[src/design/board_pkg.sv]
/*
 * game side input definitions
 * output polarity, joystick width and graphics layer count
 */
`default_nettype none

package board_pkg;

    localparam logic inputs_active_low = 1'b1;     // game expects 0 = pressed

    localparam int joy_out_w  = 7;                 // 4 directions + 3 fires
    localparam int gfx_layers = 4;

    // xor masks, also the released value of each output
    localparam logic [joy_out_w-1:0] joy_pol_mask = {joy_out_w{inputs_active_low}};
    localparam logic [1:0] pair_pol_mask = {2{inputs_active_low}};

endpackage

`default_nettype wire

[src/design/joy_pkg.sv]
/*
 * serial joystick protocol definitions
 * frame length, joy_clk timing, pad bit layout and the slot map
 * shared by the serial reader and the frame latch
 */
`default_nettype none

package joy_pkg;

    localparam int joy_slot_count = 26;            // slots per serial frame
    typedef logic [4:0] joy_slot_t;
    localparam joy_slot_t joy_last_slot = joy_slot_t'(joy_slot_count - 1);

    // clk_sys cycles per joy_clk half period
    localparam int joy_clk_half = 8;
    localparam int joy_half_w = $clog2(joy_clk_half);
    typedef logic [joy_half_w-1:0] joy_half_t;
    localparam joy_half_t joy_half_last = joy_half_t'(joy_clk_half - 1);

    typedef logic [11:0] pad_t;                    // 1 = pressed
    typedef logic [3:0] pad_bit_t;

    localparam pad_bit_t pad_right   = 4'd0;
    localparam pad_bit_t pad_left    = 4'd1;
    localparam pad_bit_t pad_down    = 4'd2;
    localparam pad_bit_t pad_up      = 4'd3;
    localparam pad_bit_t pad_fire1   = 4'd4;
    localparam pad_bit_t pad_fire2   = 4'd5;
    localparam pad_bit_t pad_fire3   = 4'd6;
    localparam pad_bit_t pad_spare7  = 4'd7;
    localparam pad_bit_t pad_start   = 4'd8;
    localparam pad_bit_t pad_coin    = 4'd9;
    localparam pad_bit_t pad_spare10 = 4'd10;
    localparam pad_bit_t pad_pause   = 4'd11;

    localparam pad_t pad_released = '0;

    // slots 2-9 p1 and 10-17 p2 share one order, then an 8-slot tail
    localparam joy_slot_t first_p1_slot   = 5'd2;
    localparam joy_slot_t first_p2_slot   = 5'd10;
    localparam joy_slot_t first_tail_slot = 5'd18;
    localparam joy_slot_t pad_group_len   = 5'd8;

    localparam pad_bit_t group_bit [8] = '{
        pad_start, pad_fire3, pad_fire2, pad_fire1,
        pad_right, pad_left, pad_down, pad_up
    };

    // tail order, first four slots for p2 then four for p1
    localparam pad_bit_t tail_bit [4] = '{pad_spare10, pad_pause, pad_coin, pad_spare7};

endpackage

`default_nettype wire

[src/design/joy_sample_if.sv]
/*
 * serial sample link
 * carries each strobed joystick bit and its slot from the reader to the latch
 */
`timescale 1ns/1ps
`default_nettype none

interface joy_sample_if;

    logic               sample_stb;   // one cycle, joy_clk rise
    joy_pkg::joy_slot_t slot;         // slot the bit belongs to
    logic               bit_val;      // 1 = pressed
    logic               frame_end;    // with sample_stb on the last slot

    modport reader (
        output sample_stb,
        output slot,
        output bit_val,
        output frame_end
    );

    modport latch (
        input sample_stb,
        input slot,
        input bit_val,
        input frame_end
    );

endinterface

`default_nettype wire

[src/design/board_input_top.sv]
/*
 * board input top level
 * serial reader, frame latch and input mapper for two pads and board keys
 */
`timescale 1ns/1ps
`default_nettype none

module board_input_top (
    input  logic                               clk_sys,
    input  logic                               game_rst,
    // serial pad chain
    output logic                               joy_clk,
    output logic                               joy_load,
    input  logic                               joy_data,
    // board keys
    input  logic                               key_pause,
    input  logic                               key_reset,
    input  logic                               key_service,
    input  logic [board_pkg::gfx_layers-1:0]   key_gfx,
    input  logic                               rot,
    // game side, active low
    output logic [board_pkg::joy_out_w-1:0]    game_joystick1,
    output logic [board_pkg::joy_out_w-1:0]    game_joystick2,
    output logic [1:0]                         game_coin,
    output logic [1:0]                         game_start,
    output logic                               game_service,
    output logic                               game_pause,
    output logic                               soft_rst,
    output logic [board_pkg::gfx_layers-1:0]   gfx_en
);

    joy_pkg::pad_t pad1;
    joy_pkg::pad_t pad2;

    joy_sample_if smp_if ();

    joy_serial_reader u_reader (
        .clk_sys  (clk_sys),
        .game_rst (game_rst),
        .joy_data (joy_data),
        .joy_clk  (joy_clk),
        .joy_load (joy_load),
        .smp      (smp_if.reader)
    );

    joy_frame_latch u_latch (
        .clk_sys  (clk_sys),
        .game_rst (game_rst),
        .smp      (smp_if.latch),
        .pad1     (pad1),
        .pad2     (pad2)
    );

    input_mapper u_mapper (
        .clk_sys        (clk_sys),
        .game_rst       (game_rst),
        .pad1           (pad1),
        .pad2           (pad2),
        .key_pause      (key_pause),
        .key_reset      (key_reset),
        .key_service    (key_service),
        .key_gfx        (key_gfx),
        .rot            (rot),
        .game_joystick1 (game_joystick1),
        .game_joystick2 (game_joystick2),
        .game_coin      (game_coin),
        .game_start     (game_start),
        .game_service   (game_service),
        .game_pause     (game_pause),
        .soft_rst       (soft_rst),
        .gfx_en         (gfx_en)
    );

endmodule

`default_nettype wire

[src/design/input_mapper.sv]
/*
 * game input mapper
 * turns the latched pads and board keys into active-low game inputs,
 * with direction rotation, pause and layer toggles and a soft reset pulse
 */
`timescale 1ns/1ps
`default_nettype none

module input_mapper (
    input  logic                               clk_sys,
    input  logic                               game_rst,
    input  joy_pkg::pad_t                      pad1,
    input  joy_pkg::pad_t                      pad2,
    input  logic                               key_pause,
    input  logic                               key_reset,
    input  logic                               key_service,
    input  logic [board_pkg::gfx_layers-1:0]   key_gfx,
    input  logic                               rot,
    output logic [board_pkg::joy_out_w-1:0]    game_joystick1,
    output logic [board_pkg::joy_out_w-1:0]    game_joystick2,
    output logic [1:0]                         game_coin,
    output logic [1:0]                         game_start,
    output logic                               game_service,
    output logic                               game_pause,
    output logic                               soft_rst,
    output logic [board_pkg::gfx_layers-1:0]   gfx_en
);

    logic                             last_key_pause;
    logic                             last_joy_pause;
    logic                             last_key_reset;
    logic [board_pkg::gfx_layers-1:0] last_gfx;
    logic                             joy_pause;
    logic                             pause_rise;
    logic [board_pkg::gfx_layers-1:0] gfx_rise;

    // fires on top, directions below, polarity applied
    function automatic logic [board_pkg::joy_out_w-1:0] map_joy(
        input joy_pkg::pad_t pad,
        input logic          rotate
    );
        logic [3:0] dir;
        if (rotate) begin
            dir = {pad[joy_pkg::pad_right], pad[joy_pkg::pad_left],
                   pad[joy_pkg::pad_up], pad[joy_pkg::pad_down]};
        end else begin
            dir = {pad[joy_pkg::pad_up], pad[joy_pkg::pad_down],
                   pad[joy_pkg::pad_left], pad[joy_pkg::pad_right]};
        end
        return board_pkg::joy_pol_mask ^ {pad[joy_pkg::pad_fire3], pad[joy_pkg::pad_fire2],
                                          pad[joy_pkg::pad_fire1], dir};
    endfunction

    assign joy_pause  = pad1[joy_pkg::pad_pause] | pad2[joy_pkg::pad_pause];
    assign pause_rise = (key_pause && !last_key_pause) || (joy_pause && !last_joy_pause);
    assign gfx_rise   = key_gfx & ~last_gfx;

    always_ff @(posedge clk_sys) begin
        if (game_rst) begin
            last_key_pause <= 1'b0;
            last_joy_pause <= 1'b0;
            last_key_reset <= 1'b0;
            last_gfx       <= '0;
            game_joystick1 <= board_pkg::joy_pol_mask;     // released
            game_joystick2 <= board_pkg::joy_pol_mask;
            game_coin      <= board_pkg::pair_pol_mask;
            game_start     <= board_pkg::pair_pol_mask;
            game_service   <= board_pkg::inputs_active_low;
            game_pause     <= 1'b0;
            soft_rst       <= 1'b0;
            gfx_en         <= '1;                          // all layers on
        end else begin
            last_key_pause <= key_pause;
            last_joy_pause <= joy_pause;
            last_key_reset <= key_reset;
            last_gfx       <= key_gfx;

            game_joystick1 <= map_joy(pad1, rot);
            game_joystick2 <= map_joy(pad2, rot);
            game_coin      <= board_pkg::pair_pol_mask ^
                              {pad2[joy_pkg::pad_coin], pad1[joy_pkg::pad_coin]};
            game_start     <= board_pkg::pair_pol_mask ^
                              {pad2[joy_pkg::pad_start], pad1[joy_pkg::pad_start]};
            game_service   <= key_service ^ board_pkg::inputs_active_low;

            if (pause_rise) begin
                game_pause <= ~game_pause;
            end
            soft_rst <= key_reset && !last_key_reset;   // single cycle pulse
            gfx_en   <= gfx_en ^ gfx_rise;
        end
    end

    a_soft_rst_pulse: assert property (
        @(posedge clk_sys) disable iff (game_rst)
        soft_rst |=> !soft_rst
    );

endmodule

`default_nettype wire

[src/design/joy_frame_latch.sv]
/*
 * joystick frame latch
 * builds both pads from the slot samples in shadow registers and
 * publishes them together once the last slot of a frame is in
 */
`timescale 1ns/1ps
`default_nettype none

module joy_frame_latch (
    input  logic          clk_sys,
    input  logic          game_rst,
    joy_sample_if.latch   smp,
    output joy_pkg::pad_t pad1,
    output joy_pkg::pad_t pad2
);

    joy_pkg::pad_t      shadow1;
    joy_pkg::pad_t      shadow2;
    joy_pkg::pad_t      sh1_nxt;
    joy_pkg::pad_t      sh2_nxt;
    joy_pkg::joy_slot_t rel_p1;
    joy_pkg::joy_slot_t rel_p2;
    joy_pkg::joy_slot_t rel_tail;
    logic               publish;

    // offsets wrap for earlier slots, so one compare bounds each group
    assign rel_p1   = smp.slot - joy_pkg::first_p1_slot;
    assign rel_p2   = smp.slot - joy_pkg::first_p2_slot;
    assign rel_tail = smp.slot - joy_pkg::first_tail_slot;

    assign publish = smp.sample_stb && smp.frame_end;

    always_comb begin
        sh1_nxt = shadow1;
        sh2_nxt = shadow2;
        if (smp.sample_stb) begin
            if (rel_p1 < joy_pkg::pad_group_len) begin
                sh1_nxt[joy_pkg::group_bit[rel_p1[2:0]]] = smp.bit_val;
            end else if (rel_p2 < joy_pkg::pad_group_len) begin
                sh2_nxt[joy_pkg::group_bit[rel_p2[2:0]]] = smp.bit_val;
            end else if (rel_tail < joy_pkg::pad_group_len) begin
                // upper half of the tail is p1
                if (rel_tail[2]) begin
                    sh1_nxt[joy_pkg::tail_bit[rel_tail[1:0]]] = smp.bit_val;
                end else begin
                    sh2_nxt[joy_pkg::tail_bit[rel_tail[1:0]]] = smp.bit_val;
                end
            end
        end
    end

    always_ff @(posedge clk_sys) begin
        if (game_rst) begin
            shadow1 <= joy_pkg::pad_released;
            shadow2 <= joy_pkg::pad_released;
            pad1    <= joy_pkg::pad_released;
            pad2    <= joy_pkg::pad_released;
        end else if (publish) begin
            pad1    <= sh1_nxt;                    // includes the last slot's bit
            pad2    <= sh2_nxt;
            shadow1 <= joy_pkg::pad_released;      // fresh frame
            shadow2 <= joy_pkg::pad_released;
        end else begin
            shadow1 <= sh1_nxt;
            shadow2 <= sh2_nxt;
        end
    end

    a_publish_at_frame_end: assert property (
        @(posedge clk_sys) disable iff (game_rst)
        ((pad1 != $past(pad1)) || (pad2 != $past(pad2))) |-> $past(publish)
    );

endmodule

`default_nettype wire

[src/design/joy_serial_reader.sv]
/*
 * serial joystick reader
 * divides clk_sys down to joy_clk as a clock enable, frames the
 * shift chain with joy_load and samples joy_data once per slot
 */
`timescale 1ns/1ps
`default_nettype none

module joy_serial_reader (
    input  logic         clk_sys,
    input  logic         game_rst,
    input  logic         joy_data,
    output logic         joy_clk,
    output logic         joy_load,
    joy_sample_if.reader smp
);

    joy_pkg::joy_half_t half_cnt;
    logic               half_done;
    logic               clk_rise;

    assign half_done = (half_cnt == joy_pkg::joy_half_last);
    assign clk_rise  = half_done && !joy_clk;      // joy_clk goes high next cycle

    // chain loads while slot 0 is active
    assign joy_load = (smp.slot != '0);

    always_ff @(posedge clk_sys) begin
        if (game_rst) begin
            half_cnt       <= '0;
            joy_clk        <= 1'b0;
            smp.slot       <= '0;
            smp.sample_stb <= 1'b0;
            smp.frame_end  <= 1'b0;
        end else begin
            half_cnt <= half_done ? '0 : half_cnt + 1'b1;
            if (half_done) begin
                joy_clk <= ~joy_clk;
            end
            smp.sample_stb <= clk_rise;
            smp.frame_end  <= clk_rise && (smp.slot == joy_pkg::joy_last_slot);
            // slot moves on once its strobe has gone out
            if (smp.sample_stb) begin
                if (smp.slot == joy_pkg::joy_last_slot) begin
                    smp.slot <= '0;
                end else begin
                    smp.slot <= smp.slot + 1'b1;
                end
            end
        end
    end

    // data bit, captured as joy_clk rises
    always_ff @(posedge clk_sys) begin
        if (clk_rise) begin
            smp.bit_val <= ~joy_data;                  // pads pull low when pressed
        end
    end

    a_slot_range: assert property (
        @(posedge clk_sys) disable iff (game_rst)
        smp.slot <= joy_pkg::joy_last_slot
    );

    a_stb_spaced: assert property (
        @(posedge clk_sys) disable iff (game_rst)
        smp.sample_stb |=> !smp.sample_stb
    );

endmodule

`default_nettype wire

[config.mk]
export PLATFORM = sky130hd
export DESIGN_NAME = board_input_top
export DESIGN_NICKNAME = d
export VERILOG_FILES = /design/src/design/board_pkg.sv /design/src/design/joy_pkg.sv /design/src/design/joy_sample_if.sv /design/src/design/board_input_top.sv /design/src/design/input_mapper.sv /design/src/design/joy_frame_latch.sv /design/src/design/joy_serial_reader.sv
export SDC_FILE = /design/constraint.sdc
export NUM_CORES = 1
export LEC_CHECK = 0
export BUFFER_PORTS_ARGS = -buffer_cell sky130_fd_sc_hd__buf_4
export CORE_MARGIN = 1.5
export CORE_UTILIZATION = 40
export DETAILED_ROUTE_END_ITERATION = 10
export PLACE_DENSITY = 0.55
export SLEW_MARGIN = 20
export SYNTH_ARGS = -nofsm -noshare
export SYNTH_HDL_FRONTEND = slang
export SYNTH_SLANG_ARGS = --single-unit
[constraint.sdc]
create_clock -name clk_sys -period 5.34 [get_ports clk_sys]
set_input_delay 1.068 -clock clk_sys [delete_from_list [all_inputs] [get_ports clk_sys]]
set_output_delay 1.068 -clock clk_sys [all_outputs]
set_load 0.05 [all_outputs]
=== Word-level counts from Yosys, hierarchy flattened ===
Memories as Yosys holds them, arrays and structs flattened.
Index checks and enable logic that the tools add are counted.

* Flip-flop bits (word level): 92
* Latch bits: 0
* RAM bits: 0
* ROM bits: 64
* Bits of input ports: 11
* Word-level logic and storage cells: 107
* Memories kept: 2

* $add $sub $neg: 5
* Multipliers: 0
* Div/mod/pow operators: 0
* Order comparisons: 12
* Eq/ne operators: 2
* Shift operators: 0
* Mux-type cells: 32
* Bitwise operators: 15
* Reductions and logical operators: 17

{| class="wikitable"
|+ Memories
! name !! words !! width !! read ports !! clocked after memory_dff !! wr ports !! line !! source
|-
| (no name shown) || 8 || 4 || 1 || 0 || 0 || joy_frame_latch.sv:40 || <nowiki>sh2_nxt[joy_pkg::group_bit[rel_p2[2:0]]] = smp.bit_val;</nowiki>
|-
| (no name shown) || 8 || 4 || 1 || 0 || 0 || joy_frame_latch.sv:38 || <nowiki>sh1_nxt[joy_pkg::group_bit[rel_p1[2:0]]] = smp.bit_val;</nowiki>
|}

{| class="wikitable"
|+ Operators by type and width
! kind !! number
|-
| 12-bit two-way mux || 10
|-
| 12-bit bitwise mux || 4
|-
| 4-bit two-way mux || 10
|-
| 4-bit by 5-bit less-than comparator with 1-bit output (second input constant) || 3
|-
| 5-bit by 4-bit less-than comparator with 1-bit output (second input constant) || 3
|-
| 7-bit NOT || 2
|-
| 1-bit demux with 4-bit select || 3
|-
| 4-bit by 1-bit >= comparator with 1-bit output (second input constant) || 3
|-
| 1-bit logical AND || 9
|-
| 4-bit binary-select mux with 2-bit select || 1
|-
| 4-bit >= comparator (second input constant) || 2
|-
| 3-bit NOT with 4-bit output || 2
|-
| 5-bit by 1-bit adder with 5-bit output (second input constant) || 1
|-
| 5-bit equality test (second input constant) || 1
|-
| 5-bit two-way mux || 1
|-
| 5-bit nonzero test || 1
|-
| 5-bit by 2-bit subtractor with 5-bit output (second input constant) || 1
|-
| 5-bit by 4-bit subtractor with 5-bit output (second input constant) || 1
|-
| 5-bit subtractor (second input constant) || 1
|-
| 4-bit bitwise AND || 1
|-
| 1-bit zero test || 4
|-
| 1-bit NOT || 4
|-
| 2-bit NOT || 2
|-
| 4-bit NOT || 1
|-
| 9 further kinds || 12
|}

=== Depth between registers and ports, before layout ===
* Depth after elaboration: 15
* Depth in mapped cells: 10

=== Hierarchy ===
Synthesis repeated with hierarchy kept, for this count alone.

* Cell total of the unflattened synthesis: 395
* Area total of the unflattened synthesis: 3793.6 um^2

{| class="wikitable"
|+ Modules (own cells, without submodules)
! module !! times used !! cells an instance !! area each (um^2) !! seq. area each (um^2)
|-
| joy_frame_latch || 1 || 260 || 2258.4 || 960.9
|-
| input_mapper || 1 || 89 || 1046.0 || 640.6
|-
| joy_serial_reader || 1 || 46 || 489.2 || 250.2
|}

=== Worst setup path before layout ===
No wires, ideal clock.

* Path type: register -> output
* Start: register u_reader.smp.slot[1]
* End: output port joy_load
* Arrival: 1.969 ns
* Data required time: 4.272 ns
* Path slack: 2.303 ns
* Stages on the path, launching flop included: 7
* Cell sequence: dfxtp_1 -> buf_6 -> inv_1 -> ha_1 -> clkbuf_1 -> buf_2 -> or4b_2

* Word-level cells in the longest chain between the ends: 1

{| class="wikitable"
|+ RTL lines
! item !! line !! source
|-
| from (decl) || joy_sample_if.sv:17 || <nowiki>output slot,</nowiki>
|-
| from (signal assigned) || joy_serial_reader.sv:47 || <nowiki>smp.slot <= smp.slot + 1'b1;</nowiki>
|-
| 5-bit nonzero test || joy_serial_reader.sv:26 || <nowiki>assign joy_load = (smp.slot != '0);</nowiki>
|-
| to (decl) || board_input_top.sv:13 || <nowiki>output logic joy_load,</nowiki>
|}

No other way between the ends.

=== Worst setup path in the final report ===
Same ends and word-level chain as after synthesis.

==> results_dict.tcl <==
set metrics [dict create \
    outcome "finished, final reports clean" \
    wl_per_cell_microns 15.50 \
    setup_tns_ns 0 \
    post_cts_buffers 0 \
    overflow 0 \
    ys_types 59 \
    fill_cells 1017 \
    dr_total_vias 3343 \
    nNetsFinal 501 \
    num_antenna_cells 0 \
    drv_slew 0 \
    path_clk_slew_ns 0.09 \
    multiInputGateArea_sq_um 2156 \
    cp-start-kind "register" \
    die_height_microns 103.7 \
    dp_hpwl_mm 6.587 \
    ys_seq_elements 84 \
    fp.dieW_microns 103.7 \
    peakVddDrop_uv 237.0 \
    tightest_slew_ns 0.9704 \
    ant_nets 0 \
    cp.arrival_ns 2.54 \
    worstSkewPairLatency_ns 0.36 \
    clock-root-buffer "clkbuf_8" \
    slew_headroom_pct 35.20 \
    synth-seq-area-share_pct 41.74 \
    place_congestion 0.9417 \
    synthFlopType "dfxtp_1" \
    cts.sinks 84 \
    synthArstFlopShare_pct 0 \
    synth.avg_cell_area_sq_um 8.829 \
    post-route-period-util_pct 67.64 \
    synthTopCellsByArea "dfxtp_1 (41%), mux2i_1 (5.4%), nand2b_1 (3.9%)" \
    first_iter_violations 171 \
    layout_min_cycle_time_ns 3.612 \
    clk_path_buf_depth 2 \
    synth_nets 482 \
    synth_area_sq_um 4053 \
    first_global_vias 3244 \
    cts_made_buffers 9 \
    cellLeakagePower_nw 1.654 \
    synth_top_cell_by_area "dfxtp_1" \
    reg2reg_from "u_reader.smp.slot[1]$_SDFFE_PP0P_" \
    end_kind "output pin" \
    crit_type "register to output pin" \
    syn_inst 459 \
    maxCapViolCount 0 \
    rsz0062_at_grt "false" \
    initial_core_util_pct 41.27 \
    synth_edf_count 1 \
    routed_wirelength_mm 9.548 \
    row_count 36 \
    worstSetupStartpoint "u_reader.smp.slot[1]$_SDFFE_PP0P_" \
    portBuffers 37 \
    drt_pass1_iterations 5 \
    vias_per_cell 5.427 \
    area.growth.synth_to_final_pct 12.87 \
    required_ns 4.27 \
    min-delay-start "u_mapper.last_key_reset$_SDFF_PP0_" \
    ys_warn_count 0 \
    core_sq_um 9819 \
    h-tree-depth 3 \
    hp-class "register to register" \
    regArea_sq_um 1692 \
    grt_max_degree 47 \
    cts_resized 0 \
    cts_tree "yes" \
    synth_top_area_share_pct 41.00 \
    die_area_sq_um 10740 \
    drc_errors 0 \
    finish.utilization_pct 46.59 \
    cts_hold_buffers 0 \
    power.density_nw_per_um2 260.7 \
    io_pins 38 \
    setup_viol 0 \
    total_power_mw 1.193 \
    timing.fmax_mhz 276.9 \
    grt_pass1_wl_mm 16.26 \
    hold_viol_final 0 \
    grtUsageTotal_pct 18.48 \
    final_layout_size_suffix_gt1_share_pct 16.36 \
    antenna_found_initial 0 \
    skew_ns 0.01647 \
    path_max_fanout 18 \
]
placed cells by master (no fill, tap or decap), drive strengths merged, types with 6 or more instances in the layout:
cell    synthesis  final
nand2          38     38
o31ai           9      9
buf            14     38
nand3          16     16
clkbuf         16      9
a32oi           6      6
dfxtp          83     83
nand2b         25     25
nor3           12     12
inv            17     23
o21ai          29     29
a211oi         11     11
a21oi          18     18
nor2           35     35
or3             6      6
ha             12     12
nor2b          13     13
or2            10     10
mux2i          22     22
per-layer routing:
layer  share of wire, %  track usage, %  wire [microns]
met1                 48           24.77            4560
met2                 47           30.57            4448
met3                4.5           3.272             434
met4                1.1           5.159             104
met5                  0               0               0
worst paths after layout:
check / to / slack, ns / cells past startpoint
worst min register to register: u_mapper.soft_rst$_SDFF_PP0_ / 0.39 / 1
worst min-delay path: u_mapper.soft_rst$_SDFF_PP0_ / 0.39 / 1
worst max register to register: u_latch.pad2[4]$_SDFFE_PP0P_ / 2.24 / 6
worst max-delay path: joy_load / 1.73 / 4
worst max-delay path, stage by stage, from the launching register on:
cell	delay, ns
dfxtp_1	0.48
inv_1	0.22
ha_1	0.64
or4b_2	0.64
buf_4	0.21
sequential cells by signal, summed over array words and instances (netlist names):
| signal | count |
|---|---|
| u_reader.smp.sample_stb | 1 |
| u_mapper.last_gfx | 4 |
| u_reader.smp.frame_end | 1 |
| u_mapper.last_key_reset | 1 |
| u_mapper.game_joystick2 | 7 |
| u_mapper.game_coin | 2 |
| u_mapper.last_joy_pause | 1 |
| u_mapper.last_key_pause | 1 |
| u_mapper.gfx_en | 4 |
| u_reader.joy_clk | 1 |
| u_reader.half_cnt | 3 |
| u_mapper.game_start | 2 |
| u_latch.pad1 | 10 |
| u_latch.pad2 | 10 |
| u_reader.smp.bit_val | 1 |
| u_latch.shadow1 | 10 |
| u_mapper.game_joystick1 | 7 |
| u_latch.shadow2 | 10 |
| u_mapper.game_pause | 1 |
| u_reader.smp.slot | 5 |
| u_mapper.soft_rst | 1 |
| u_mapper.game_service | 1 |
final cells by class:
type / instances / area share [%]
flip-flops and latches: 84 / 36.98
inverters: 17 / 1.395
repair buffers: 38 / 6.236
clock inverters: 7 / 1.915
well taps: 133 / 3.638
multi-input cells: 328 / 47.13
clock buffers: 9 / 2.708
through the flow:
stage	hold WS, ns	cell area [sq um]	setup WS (ns)	cells
2_1_floorplan	0.3674	4053	2.303	459
3_3_place_gp	0.3748	4363	2.200	600
3_5_place_dp	0.3823	4363	2.124	600
4_1_cts	0.4009	4574	1.724	616
5_1_grt	0.4051	4574	1.610	616
6_report	0.3945	4574	1.728	616
where the power goes:
group	total [mW]	leakage (nW)	internal [mW]	switching (mW)
combinational	0.0628	0.863	0.0240	0.0388
sequential	0.642	0.682	0.637	0.00491
clock	0.488	0.109	0.230	0.259
cells in the mapped netlist (all sizes together), types with 5 or more instances:
master,instances
a211oi,11
a21oi,18
a311oi,5
a32oi,6
buf,14
clkbuf,16
dfxtp,83
ha,12
inv,17
mux2i,22
nand2,38
nand2b,25
nand3,16
nor2,35
nor2b,13
nor3,12
o21ai,29
o31ai,9
or2,10
or3,6
xnor2,5
cells by family after synthesis:
| group | Yosys count | share of synthesized area [%] |
|---|---|---|
| AND/OR/NAND/NOR | 186 | 25.07 |
| AO/OA/AOI/OAI | 101 | 17.26 |
| flip-flops | 84 | 41.74 |
| buffers and inverters | 47 | 5.156 |
| multiplexers | 24 | 5.989 |
| adder cells (fa/ha/maj) | 12 | 3.705 |
| XOR/XNOR | 5 | 1.081 |
(Power assumes the default switching activity.)
